$ cat config.mk
export PLATFORM = sky130hd
export DESIGN_NAME = op_sequencer
export DESIGN_NICKNAME = d
export VERILOG_FILES = /design/src/source/accel_pkg.sv /design/src/source/op_sequencer.sv
export SDC_FILE = /design/constraint.sdc
export NUM_CORES = 1
export LEC_CHECK = 0
export BUFFER_PORTS_ARGS = -buffer_cell sky130_fd_sc_hd__buf_2
export CAP_MARGIN = 20
export CORE_ASPECT_RATIO = 0.5
export CORE_MARGIN = 5
export CORE_UTILIZATION = 45
export DETAILED_ROUTE_END_ITERATION = 8
export PLACE_DENSITY = 0.85
export SLEW_MARGIN = 20
export SYNTH_ARGS = -nofsm -noshare
export SYNTH_HDL_FRONTEND = slang
export SYNTH_SLANG_ARGS = --single-unit
$ cat constraint.sdc
create_clock -name okClk -period 2.75 [get_ports okClk]
set_input_delay 0.6875 -clock okClk [delete_from_list [all_inputs] [get_ports okClk]]
set_output_delay 0.6875 -clock okClk [all_outputs]
set_load 0.005 [all_outputs]
$ cat src/source/accel_pkg.sv
package accel_pkg;

	// --------------------
	// datapath widths
	typedef logic [31:0] word_t;        // bus and FIFO word
	typedef logic [7:0]  pixel_t;       // unsigned pixel
	typedef logic [15:0] result_t;      // pooled result
	typedef logic [15:0] win_count_t;   // windows per command

	localparam int PIXELS_PER_WORD = 4; // one 2x2 window per word

	// --------------------
	// operations
	typedef enum logic [2:0] {
		OP_NONE    = 3'd0,
		OP_MAXPOOL = 3'd1,
		OP_AVEPOOL = 3'd2
	} op_type_e;

	typedef struct packed {
		win_count_t  count;   // bits 31..16
		logic [12:0] rsvd;
		logic [2:0]  op_code; // raw code, may be invalid
	} cmd_t;

	typedef struct packed {
		op_type_e   op_type;
		win_count_t count;
	} op_t;

	typedef struct packed {
		result_t data;
		logic    last; // final window of the command
	} res_beat_t;

endpackage

$ cat src/source/op_sequencer.sv
`timescale 1ns/100ps

module op_sequencer (
	input  logic                  okClk,
	input  logic                  rst,
	input  logic                  clear,
	input  logic                  op_en,
	input  accel_pkg::cmd_t       cmd_head,
	input  logic                  cmd_empty,
	output logic                  cmd_rd,
	output accel_pkg::op_t        op,
	output logic                  op_valid,
	input  logic                  op_ready,
	input  logic                  op_done,
	output logic                  busy,
	output logic                  error,
	output accel_pkg::win_count_t ops_done
);

	typedef enum logic [1:0] {
		IDLE,
		ISSUE,
		WAIT
	} state_e;

	state_e state;
	logic   cmd_ok;

	// known pooling type with a non-zero window count
	assign cmd_ok = ((cmd_head.op_code == accel_pkg::OP_MAXPOOL) ||
		(cmd_head.op_code == accel_pkg::OP_AVEPOOL)) && (cmd_head.count != '0);

	assign cmd_rd   = (state == IDLE) && op_en && !cmd_empty; // fetch pops the head
	assign op_valid = (state == ISSUE);
	assign busy     = (state != IDLE);

	always_ff @(posedge okClk) begin
		if (rst || clear) begin
			state    <= IDLE;
			error    <= 1'b0;
			ops_done <= '0;
		end else begin
			case (state)
				IDLE: begin
					if (cmd_rd) begin
						if (cmd_ok) begin
							state <= ISSUE;
						end else begin
							error    <= 1'b1;              // sticky until clear
							ops_done <= ops_done + 1'b1; // bad command still counts as done
						end
					end
				end
				ISSUE: if (op_ready) state <= WAIT;
				WAIT: begin
					if (op_done) begin
						state    <= IDLE;
						ops_done <= ops_done + 1'b1;
					end
				end
				default: state <= IDLE;
			endcase
		end
	end

	always_ff @(posedge okClk) begin
		if (cmd_rd) begin
			op.op_type <= accel_pkg::op_type_e'(cmd_head.op_code);
			op.count   <= cmd_head.count;
		end
	end

endmodule

# Word-level counts from Yosys, hierarchy flattened
# Cells that the tools add are included.
[word_totals]
reg_bits = 38
inputBits = 39
output_inout_bits = 39
wordCells = 38
[op_classes]
addsub = 1
n_eq_ne = 9
n_mux = 9
bitwise = 1
n_reduce_logical = 13
[ops]
columns = ["operator", "count"]
rows = [
  ["$mux W16", 3],
  ["$pmux W16 S2", 1],
  ["$add A16 B1 Y16 const B", 1],
  ["$reduce_bool A16 Y1", 1],
  ["$mux W2", 4],
  ["$ne A2 B2 Y1 const B", 4],
  ["$reduce_and A4 Y1", 2],
  ["$pmux W2 S3", 1],
  ["$reduce_bool A2 Y1", 2],
  ["$eq A3 B1 Y1 const B", 1],
  ["$eq A3 B2 Y1 const B", 1],
  ["$logic_and A1 B1 Y1", 3],
  ["$reduce_and A3 Y1", 1],
  ["$eq A2 B1 Y1 const B", 1],
  ["$eq A2 B2 Y1 const B", 1],
  ["$logic_not A2 Y1", 1],
  ["$logic_or A1 B1 Y1", 2],
  ["$ne A2 B1 Y1 const B", 1],
  ["$logic_not A1 Y1", 1],
  ["$not A1 Y1", 1],
]

# Logic depth before layout (Yosys ltp)
# Gate-level depths: netlist of run 1.
[logic_depth]
depth_word = 6
ltp_mapped = 7
mapped_depth_nobuf = 6

# Least setup slack after synthesis of run 1
# Ideal clock, no wire load.
[synth_path]
kind = "input to register"
start = "in cmd_empty"
end = "reg ops_done[10]"
setup_time_ns = 0.071
t_arrival_ns = 2.050
required_time_ns = 2.679
slack_ns = 0.630
stages = 6
n_path_buf = 1
path_cell_list = "and2b_1 > mux2i_1 > o32a_1 > buf_6 > or4_1 > a21oi_1"
[synth_between]
elab_chain_len = 4
[synth_rtl]
columns = ["item", "line", "text"]
rows = [
  ["from (decl)", "op_sequencer.sv:9", "input logic cmd_empty,"],
  ["$logic_not A1 Y1", "op_sequencer.sv:33", "assign cmd_rd = (state == IDLE) && op_en && !cmd_empty;"],
  ["$logic_and A1 B1 Y1", "op_sequencer.sv:33", ""],
  ["$ne A2 B2 Y1 (no source line)", "-", ""],
  ["$reduce_and A4 Y1 (no source line)", "-", ""],
  ["to (signal assigned)", "op_sequencer.sv:50", "ops_done <= ops_done + 1'b1;"],
  ["to (signal assigned)", "op_sequencer.sv:58", "ops_done <= ops_done + 1'b1;"],
  ["to (decl)", "op_sequencer.sv:17", "output accel_pkg::win_count_t ops_done"],
]
# No other way between the ends.
# A chain may end at the register's enable or synchronous reset.

# Final worst setup path of run 1
[layout_path]
start = "in cmd_head[26] in the netlist's numbering"
end = "reg ops_done[12]"
[layout_between]
elab_chain_len = 4
[layout_rtl]
columns = ["item", "line", "text"]
rows = [
  ["from (decl)", "op_sequencer.sv:8", "input accel_pkg::cmd_t cmd_head,"],
  ["$reduce_bool A16 Y1", "op_sequencer.sv:31", "(cmd_head.op_code == accel_pkg::OP_AVEPOOL)) && (cmd_head.count != '0);"],
  ["$logic_and A1 B1 Y1", "op_sequencer.sv:31", ""],
  ["$ne A2 B2 Y1 (no source line)", "-", ""],
  ["$reduce_and A4 Y1 (no source line)", "-", ""],
]
# No other way between the ends.

==> results of run 1 <==
registers in the layout (all words and copies together), names as in the netlist:
signal,cells
ops_done,16
op,19
error,1
state,2
metrics by stage:
stage | setup slack (ns) | area, µm²
after floorplan | 0.630 | 1570
after global placement | 0.288 | 1940
after detailed placement | 0.192 | 1940
after CTS | 0.471 | 2030
after global routing | 0.347 | 2030
final | 0.525 | 2030
cell type report:
class	instances	area, µm²	share of cell area, %
flip-flops and latches	38	951	46.7
clock inverters	2	7.51	0.369
multi-input cells	95	576	28.3
clock buffers	6	82.6	4.06
repair buffers	67	343	16.9
well taps	51	63.8	3.14
inverters	3	11.3	0.554
logic make-up (layout without fill, tap and decap cells):
logic type,after synthesis,in the layout,share of synthesized area (%)
AO/OA/AOI/OAI,32,32,11.7
buffers and inverters,8,78,2.56
AND/OR/NAND/NOR,58,58,21.9
flip-flops,38,38,60.7
adder cells (fa/ha/maj),1,1,0.799
XOR/XNOR,2,2,1.12
multiplexers,2,2,1.28
path summary, 6_finish.rpt:
| check | startpoint | to | slack (ns) | cells past startpoint |
|---|---|---|---|---|
| max reg2reg | ops_done[0]$_SDFFE_PP0P_ | ops_done[14]$_SDFFE_PP0P_ | 0.83 | 6 |
| min reg2reg | error$_SDFFE_PP0P_ | error$_SDFFE_PP0P_ | 0.48 | 2 |
| min | error$_SDFFE_PP0P_ | error$_SDFFE_PP0P_ | 0.48 | 2 |
| max | cmd_head[26] | ops_done[12]$_SDFFE_PP0P_ | 0.52 | 7 |
Yosys cell counts (all sizes together):
cell type and count:
dfxtp 19, edfxtp 19, a21oi 15, or3 11
o21ai 10, nand2 9, nor2 9, nand3 6
nor4 5, or4 5, buf 4, and3 3
inv 3, o31ai 3, mux2i 2, nand4 2
or2 2, a32oi 1, and2 1, and2b 1
clkbuf 1, ha 1, nand2b 1, nor2b 1
nor3 1, nor3b 1, o21a 1, o31a 1
o32a 1, xnor2 1, xor2 1
worst register-to-register path, delay by kind of cell, from the launching register on:
family / cells / cell delay (ns)
flops: 1 / 0.40
simple gates: 4 / 1.12
compound gates: 1 / 0.13
fa+ha+maj: 1 / 0.21
power groups by stage:
| stage | Combinational, mW | Sequential [mW] | Clock (mW) |
|---|---|---|---|
| after floorplan | 0.0283 | 0.629 | 0 |
| after global placement | 0.0693 | 0.626 | 0 |
| after detailed placement | 0.0717 | 0.626 | 0 |
| after CTS | 0.0719 | 0.613 | 0.391 |
| after global routing | 0.0800 | 0.614 | 0.422 |
| final | 0.0712 | 0.613 | 0.381 |
per-layer routing:
| layer | wire length, µm | global-route usage (%) | vias up |
|---|---|---|---|
| met5 | 0 | 0 | - |
| met4 | 46 | 6.57 | 0 |
| met3 | 185 | 4.91 | 5 |
| met2 | 1790 | 27.3 | 34 |
| met1 | 1450 | 16.9 | 637 |
| li1 | - | - | 670 |
==> reports/qor.txt, run 1 <==
====================================================================================================
CTS tree                                                                                         yes
Clock period minus final worst setup slack                                                   2.23 ns
Syn avg cell area                                                                           11.1 µm²
Number of setup buffers added after CTS                                                            0
Maximum number of pins on one net before global-route repair                                      21
Total nets after synthesis                                                                       181
Clock insertion delay at the later pin of the skew report                                    0.28 ns
Switching power total                                                                       0.227 mW
Layout Utilization                                                                             59.9%
Dominant cell type by area after synthesis                                                  edfxtp_1
Number of buffers and inverters on the critical path                                               2
Ratio of final minimum period to clock period                                                  80.9%
Root buf cell                                                                               clkbuf_8
RePlAce Congestion                                                                             0.800
Quantity of I/O buffers inserted on ports                                                         64
Clk buf depth                                                                                      2
First-pass GRT wire length                                                                   5.71 mm
H-tree levels                                                                                      2
Die Outline Area                                                                            4830 µm²
Maximum VDD drop                                                                            0.185 mV
Yosys cell types                                                                                  36
Highest-delay cell along the critical path                                                    o32a_1
Yosys Warn Count                                                                                   0
Part of the total power dissipated in combinational logic                                       6.7%
CP Class                                                                                   in -> reg
Switching power share of the total                                                             21.3%
Critical path launch point type                                                           input port
Sequential group share of total power                                                          57.6%
DRC errors left                                                                                    0
Status                                                                                  finished, final reports clean
Number of nets with antenna violations after routing                                               0
RSZ-0062 raised after global routing                                                              no
Final Max Slew Viols                                                                               0
Critical path, cell by cell                                                             buf_2 > nor4_1 > nand4_1 > o32a_1 > buf_4 > or3_1 > a21oi_1
Post-synthesis cell count                                                                        141
Cell area after technology mapping                                                          1570 µm²
Sum of net half-perimeters after detailed placement                                          2.60 mm
Post-route worst hold slack                                                                 0.475 ns
Number of placed I/O pins                                                                         78
Sinks on Clock Net                                                                                38
Mean number of vias per cell                                                                    5.14
Number of antenna violations at the first check in global routing                                  0
Critical Path End Type                                                                          flop
Total global-route track usage                                                                 15.3%
Iteration count of the initial detailed-routing pass                                               4
Rel. slew slack                                                                                74.6%
Post-route clock skew                                                                     0.00208 ns
GRT Residual Overflow                                                                              0
Clock group share of total power                                                               35.8%
Leak                                                                                        0.804 nW
Peak Freq                                                                                    449 MHz
Power density over the cells                                                              524 nW/µm²
Number of DRC markers after the initial detailed-route iteration                                  37
Row count                                                                                         15
Total CTS buffers                                                                                  5
Max-cap violations                                                                                 0
Number of setup violations in the final report                                                     0
Highest net fanout along the worst path                                                           13
Cts repair resizes                                                                                 0
Kind of path behind the tightest hold check                                               reg -> reg
Hold-fix buffer count after cts                                                                    0
Core area                                                                                   3400 µm²
Clock-pin slew reported for the worst setup and hold paths after clock tree synthesis        0.07 ns
Top post-synthesis cells by area                                                        edfxtp_1 36%, dfxtp_1 24%, a21oi_1 4.8%
Most common cell after layout, fill and taps aside                                             buf_2
Maximum cell stage delay along the critical path                                             0.36 ns
Cell count after placement                                                                       254
Worst Max-Slew Pin Slew                                                                     0.380 ns
Final hold vios                                                                                    0
Int Power                                                                                   0.839 mW
Total number of vias                                                                            1346
Share of the synthesized area in the top cell type                                             36.4%
Arrival time reported for the critical path endpoint                                         2.44 ns
Die boundary height                                                                          51.7 µm
Initial Util                                                                                   46.1%
Non-filler cells, final                                                                          262
Via count of the first global-routing pass                                                      1297
Antenna fix cells                                                                                  0
Sequential share of the synthesized area                                                       60.7%
Summed negative setup slack over all endpoints                                                  0 ns
Required time at the endpoint of the critical path                                           2.96 ns
Total routed wirelength                                                                      3.47 mm
Die X-Extent                                                                                 93.4 µm
Final nets                                                                                       250
Total Power                                                                                  1.07 mW
Commonest non-fill, non-tap cells in the layout                                         64 x buf_2, 19 x dfxtp_1, 19 x edfxtp_1, 15 x a21oi_1, 11 x or3_1
Total of flip-flops plus latches after synthesis                                                  38
WL/cell                                                                                      13.2 µm
CP delay by family, top                                                                 simple AND/OR/NAND/NOR gates
Total of fill cells in the finished design                                                       295
Area growth from synthesis to layout                                                           29.9%
Fraction of final layout cells sized beyond drive strength 1                                   36.5%
====================================================================================================
No activity file was read; power rests on OpenSTA's default activity.
==> run 2, diff against run 1 <==
ABC_AREA = 1   (was default)
CORE_UTILIZATION = 43   (was 45)
PLACE_DENSITY = 0.82   (was 0.85)
clock period = 1.8 ns   (was 2.75 ns; I/O delays follow)
==> run 2 against run 1 <==
Compared with the run above: global-route usage is 0.54 points higher; synthesized area is 19% higher; core utilization is 0.48 points lower; wire length is 28% higher; synthesized cell count is 58% higher; critical path depth is 3 lower; worst hold slack worse by 0.13 ns; sequential power is 54% higher; flip-flop and latch count stayed put.
==> reports/qor.txt, run 2 <==
====================================================================================================
Final hold vios                                                                                    0
Power density over the cells                                                              824 nW/µm²
Total nets after synthesis                                                                       263
Commonest non-fill, non-tap cells in the layout                                         64 x buf_2, 48 x nand2_1, 39 x nor2_1, 31 x inv_1
Post-synthesis cell count                                                                        223
Sequential share of the synthesized area                                                       51.0%
Worst Max-Slew Pin Slew                                                                     0.269 ns
DRC errors left                                                                                    0
Yosys Warn Count                                                                                   0
Final setup margin                                                                          0.195 ns
Sum of net half-perimeters after detailed placement                                          3.28 mm
Critical path, cell by cell                                                             nor2_1 > inv_1 > nor2_2 > buf_2
Number of DRC markers after the initial detailed-route iteration                                  74
Quantity of I/O buffers inserted on ports                                                         64
Cell area after technology mapping                                                          1860 µm²
Total CTS buffers                                                                                  5
Via count of the first global-routing pass                                                      1629
Total of flip-flops plus latches after synthesis                                                  38
Leak                                                                                         1.03 nW
Cts repair resizes                                                                                 0
Most repeated cell in the gate-level netlist after synthesis                                 nand2_1
Clock insertion delay at the later pin of the skew report                                    0.29 ns
Number of nets with antenna violations after routing                                               0
Row count                                                                                         16
Status                                                                                  finished, final reports clean
GRT Residual Overflow                                                                              0
Highest-delay cell along the critical path                                                   dfxtp_1
RePlAce Congestion                                                                             0.802
Die Outline Area                                                                            5830 µm²
Root buf cell                                                                               clkbuf_8
Number of setup violations in the final report                                                     0
Initial Util                                                                                   46.1%
Antenna fix cells                                                                                  0
Area growth from synthesis to layout                                                           28.9%
H-tree levels                                                                                      2
Hold-fix buffer count after cts                                                                    0
Die X-Extent                                                                                  103 µm
Number of placed I/O pins                                                                         78
Number of setup buffers added after CTS                                                            0
Core area                                                                                   4040 µm²
Final Max Slew Viols                                                                               0
Most common flop cell mapped by yosys                                                       edfxtp_1
Top Registers                                                                           op (19), ops_done (16), state (2)
Maximum VDD drop                                                                            0.326 mV
Maximum number of pins on one net before global-route repair                                      27
CTS tree                                                                                         yes
Kind of path behind the tightest hold check                                                in -> reg
Share of the synthesized area in the top cell type                                             30.6%
Total global-route track usage                                                                 15.8%
Required time at the endpoint of the critical path                                           1.35 ns
Die boundary height                                                                          56.5 µm
Iteration count of the initial detailed-routing pass                                               4
Number of flops mapped to enable cells by yosys                                                   19
Dominant cell type by area after synthesis                                                  edfxtp_1
Switching power total                                                                       0.427 mW
Switching power share of the total                                                             21.6%
Number of flip-flops in the largest register                                                      19
Mean number of vias per cell                                                                    4.87
Fraction of final layout cells sized beyond drive strength 1                                   33.0%
Total number of vias                                                                            1694
Critical Path End Type                                                                    output pin
Top post-synthesis cells by count                                                       48 x nand2_1, 40 x nor2_1, 31 x inv_1
Top reg by flops                                                                                  op
Summed negative setup slack over all endpoints                                                  0 ns
Rel. slew slack                                                                                82.1%
Layout Utilization                                                                             59.4%
Sequential group share of total power                                                          47.6%
Syn avg cell area                                                                           8.35 µm²
Int Power                                                                                    1.55 mW
CP Class                                                                                  reg -> out
Yosys cell types                                                                                  27
Top post-synthesis cells by area                                                        edfxtp_1 31%, dfxtp_1 20%, nand2_1 9.7%
Arrival time reported for the critical path endpoint                                         1.15 ns
Total of fill cells in the finished design                                                       366
Clock group share of total power                                                               44.7%
Final nets                                                                                       333
RSZ-0062 raised after global routing                                                              no
Clk buf depth                                                                                      2
Number of antenna violations at the first check in global routing                                  0
Part of the total power dissipated in combinational logic                                       7.8%
Dpl ws                                                                                      0.145 ns
Total routed wirelength                                                                      4.43 mm
Sinks on Clock Net                                                                                38
Clock-pin slew reported for the worst setup and hold paths after clock tree synthesis        0.08 ns
Highest net fanout along the worst path                                                            4
Critical path launch point type                                                                 flop
Clock period minus final worst setup slack                                                   1.60 ns
First-pass GRT wire length                                                                   7.27 mm
WL/cell                                                                                      12.7 µm
Post-route worst hold slack                                                                 0.346 ns
Share of async-settable or async-resettable flops after synthesis                                 0%
Peak Freq                                                                                    623 MHz
Max-cap violations                                                                                 0
Ratio of final minimum period to clock period                                                  89.2%
Maximum cell stage delay along the critical path                                             0.34 ns
Post-route clock skew                                                                     0.00274 ns
Most common cell after layout, fill and taps aside                                             buf_2
====================================================================================================
run 2: changes by cell type after synthesis, moves of 4 or more:
cell,delta
or3_1,-11
nor4_1,-5
nand3_2,+4
o21ai_0,-10
nor2_1,+31
nand3_1,+7
a21oi_1,-9
or4_1,-5
nand4_1,+14
inv_1,+28
nand2_1,+39
run 2: power by group through the flow:
stage	clock network [mW]	logic, mW	registers (mW)
2_1_floorplan	0	0.0737	0.964
3_3_place_gp	0	0.148	0.959
3_5_place_dp	0	0.154	0.962
4_1_cts	0.903	0.156	0.942
5_1_grt	0.961	0.171	0.943
6_report	0.885	0.153	0.941
run 2: kinds of logic after synthesis:
kind of cell / Yosys count / share of synthesized area (%)
AND/OR/NAND/NOR: 134 / 35.7
AO/OA/AOI/OAI: 7 / 2.01
adder cells (fa/ha/maj): 1 / 0.671
buffers and inverters: 39 / 8.66
XOR/XNOR: 4 / 1.88
flip-flops: 38 / 51.0
run 2: final cells by class:
type | count | area [µm²] | area share, %
clock buffer | 5 | 68.8 | 2.86
clock inverter | 3 | 68.8 | 2.86
inverter | 34 | 130 | 5.42
multi-input combinational | 146 | 753 | 31.4
sequential | 38 | 951 | 39.6
tap | 54 | 67.6 | 2.81
timing repair buffer | 68 | 363 | 15.1
run 2: metrics by stage:
| stage | total power [mW] | cells | area [µm²] |
|---|---|---|---|
| finish | 1.98 | 348 | 2400 |
| global route | 2.08 | 348 | 2400 |
| CTS | 2.00 | 348 | 2400 |
| detailed placement | 1.12 | 340 | 2260 |
| global placement | 1.11 | 340 | 2260 |
| floorplan | 1.04 | 223 | 1870 |
run 2: final timing paths:
kind / start / depth (start not counted) / slack, ns / to
min reg2reg: error$_SDFFE_PP0P_ / 2 / 0.47 / error$_SDFFE_PP0P_
min: cmd_head[31] / 1 / 0.35 / op[15]$_DFFE_PP_
max: state[1]$_SDFFE_PP0P_ / 4 / 0.20 / cmd_rd
max reg2reg: ops_done[0]$_SDFFE_PP0P_ / 7 / 0.39 / ops_done[14]$_SDFFE_PP0P_
run 2: per-layer routing:
metal,GRT usage (%),up-vias,share of wire [%],routed length [µm]
li1,-,851,-,-
met1,18.3,777,41,1820
met2,27.4,60,49,2190
met3,4.82,6,8.2,364
met4,5.72,0,1.4,61
met5,0,-,0,0
run 2: critical path, delay by kind of cell (launching register included):
| family | cells | cell delay, ns |
|---|---|---|
| AND/OR/NAND/NOR | 2 | 0.30 |
| buffers and inverters | 2 | 0.22 |
| flip-flops | 1 | 0.34 |
==> run 3, diff against run 2 <==
CORE_MARGIN = default   (was 5)
==> run 3 against run 2 <==
Compared with the run above: wire length down 12%; register-to-register slack about the same; fmax shrank 3.4%; final area decreased by 1.5%; largest cell class unchanged.
==> reports/qor.txt, run 3 (synthesis results as in run 2) <==
====================================================================================================
Status                                                                                  finished, final reports clean
Clock period minus final worst setup slack                                                   1.66 ns
CTS tree                                                                                         yes
Critical path launch point type                                                                 flop
Quantity of I/O buffers inserted on ports                                                         64
Arrival time reported for the critical path endpoint                                         1.21 ns
Number of antenna violations at the first check in global routing                                  0
Number of setup violations in the final report                                                     0
Number of flip-flops in the largest register                                                      19
Number of nets with antenna violations after routing                                               0
Total number of vias                                                                            1651
H-tree levels                                                                                      2
Row count                                                                                         16
Highest-delay cell along the critical path                                                   dfxtp_1
Total CTS buffers                                                                                  5
Clock-pin slew reported for the worst setup and hold paths after clock tree synthesis        0.07 ns
Required time at the endpoint of the critical path                                           1.35 ns
Cell count after placement                                                                       341
Power density over the cells                                                              719 nW/µm²
RePlAce Congestion                                                                             0.810
Worst Max-Slew Pin Slew                                                                     0.267 ns
Number of cells traversed by the worst hold path                                                   1
Commonest non-fill, non-tap cells in the layout                                         64 x buf_2, 48 x nand2_1, 39 x nor2_1, 31 x inv_1
Clk buf depth                                                                                      2
GRT Residual Overflow                                                                              0
Final Max Slew Viols                                                                               0
CP Class                                                                                  reg -> out
Iteration count of the initial detailed-routing pass                                               4
Post-route clock skew                                                                     0.00215 ns
Summed negative setup slack over all endpoints                                                  0 ns
Dpl ws                                                                                      0.129 ns
Rel. slew slack                                                                                82.1%
Worst min-delay path startpoint                                                         cmd_head[16]
CP delay by family, top                                                                   flip-flops
Maximum cell stage delay along the critical path                                             0.35 ns
Number of placed I/O pins                                                                         78
Endpoint of the worst hold-timing path                                                  op[0]$_DFFE_PP_
RSZ-0062 raised after global routing                                                              no
Top reg by flops                                                                                  op
Highest net fanout along the worst path                                                            4
Final nets                                                                                       334
Cts repair resizes                                                                                 0
Number of DRC markers after the initial detailed-route iteration                                  42
Hold-fix buffer count after cts                                                                    0
Layout Utilization                                                                             58.8%
Total routed wirelength                                                                      3.89 mm
Core area                                                                                   4020 µm²
Terminus of the critical flop-to-flop path                                              ops_done[12]$_SDFFE_PP0P_
Mean number of vias per cell                                                                    4.73
Top Registers                                                                           op (19), ops_done (16), state (2)
Root buf cell                                                                               clkbuf_8
Number of buffers and inverters on the critical path                                               2
Final setup margin                                                                          0.139 ns
Most common cell after layout, fill and taps aside                                             buf_2
Die boundary height                                                                          48.5 µm
Clock insertion delay at the later pin of the skew report                                    0.28 ns
Non-filler cells, final                                                                          349
Total global-route track usage                                                                 18.2%
Maximum VDD drop                                                                            0.290 mV
Antenna fix cells                                                                                  0
Number of cells on the worst reg-to-reg path                                                       7
Reg-to-reg slack, setup                                                                      0.39 ns
Max-cap violations                                                                                 0
Ratio of final minimum period to clock period                                                  92.3%
Via count of the first global-routing pass                                                      1595
WL/cell                                                                                      11.1 µm
Sinks on Clock Net                                                                                38
Post-route worst hold slack                                                                 0.350 ns
Final hold vios                                                                                    0
Die Outline Area                                                                            4620 µm²
Critical path, cell by cell                                                             nor2_1 > inv_1 > nor2_2 > buf_2
Die X-Extent                                                                                 95.1 µm
Maximum number of pins on one net before global-route repair                                      17
DRC errors left                                                                                    0
Number of setup buffers added after CTS                                                            0
Fraction of final layout cells sized beyond drive strength 1                                   33.2%
Initial Util                                                                                   46.3%
Critical Path End Type                                                                    output pin
Area growth from synthesis to layout                                                           27.1%
First-pass GRT wire length                                                                   6.53 mm
Leak                                                                                         1.01 nW
Kind of path behind the tightest hold check                                                in -> reg
Worst flop-to-flop path startpoint                                                      ops_done[0]$_SDFFE_PP0P_
Sum of net half-perimeters after detailed placement                                          3.03 mm
Peak Freq                                                                                    602 MHz
====================================================================================================
==> run 3: cell count changes in the layout (fill, tap and decap cells not counted) <==
cell,delta
clkinv_2,+1
buf_4,+1
clkinvlp_4,+1
clkinv_4,-1
bufinv_16,-2
clkbuf_8,+1
==> run 3: cell type report <==
| class | count | area, µm² |
|---|---|---|
| Clock inverter | 2 | 12.5 |
| Multi-Input combinational cell | 146 | 753 |
| Tap cell | 54 | 67.6 |
| Sequential cell | 38 | 951 |
| Clock buffer | 6 | 82.6 |
| Timing Repair Buffer | 69 | 370 |
| Fill cell | 363 | 1660 |
| Inverter | 34 | 130 |
==> run 3: how the worst max path moves through the flow <==
stage	startpoint	endpoint	slack (ns)	cells past startpoint
floorplan	state[1]$_SDFFE_PP0P_	cmd_rd	0.17	3
global placement	cmd_head[23]	ops_done[14]$_SDFFE_PP0P_	0.20	11
detailed placement	cmd_head[27]	ops_done[12]$_SDFFE_PP0P_	0.13	11
CTS	state[1]$_SDFFE_PP0P_	cmd_rd	0.11	4
global route	state[1]$_SDFFE_PP0P_	cmd_rd	0.03	4
finish	state[1]$_SDFFE_PP0P_	cmd_rd	0.14	4
==> run 3: per-layer routing <==
| layer | global-route usage [%] | up-vias | part of all wire (%) |
|---|---|---|---|
| met5 | 0 | - | 0 |
| met4 | 8.59 | 0 | 1.2 |
| met3 | 3.62 | 7 | 4.5 |
| met2 | 32.0 | 39 | 49 |
| met1 | 21.2 | 746 | 45 |
| li1 | - | 859 | - |
==> run 3: report_power, final <==
group	internal (mW)	switching, mW
Combinational	0.0658	0.0878
Sequential	0.933	0.00769
Clock	0.308	0.301
==> run 3: stage by stage <==
stage | area, µm² | power, mW
detailed placement | 2270 | 1.11
global route | 2370 | 1.77
CTS | 2370 | 1.72
global placement | 2270 | 1.11
floorplan | 1870 | 1.04
finish | 2370 | 1.70
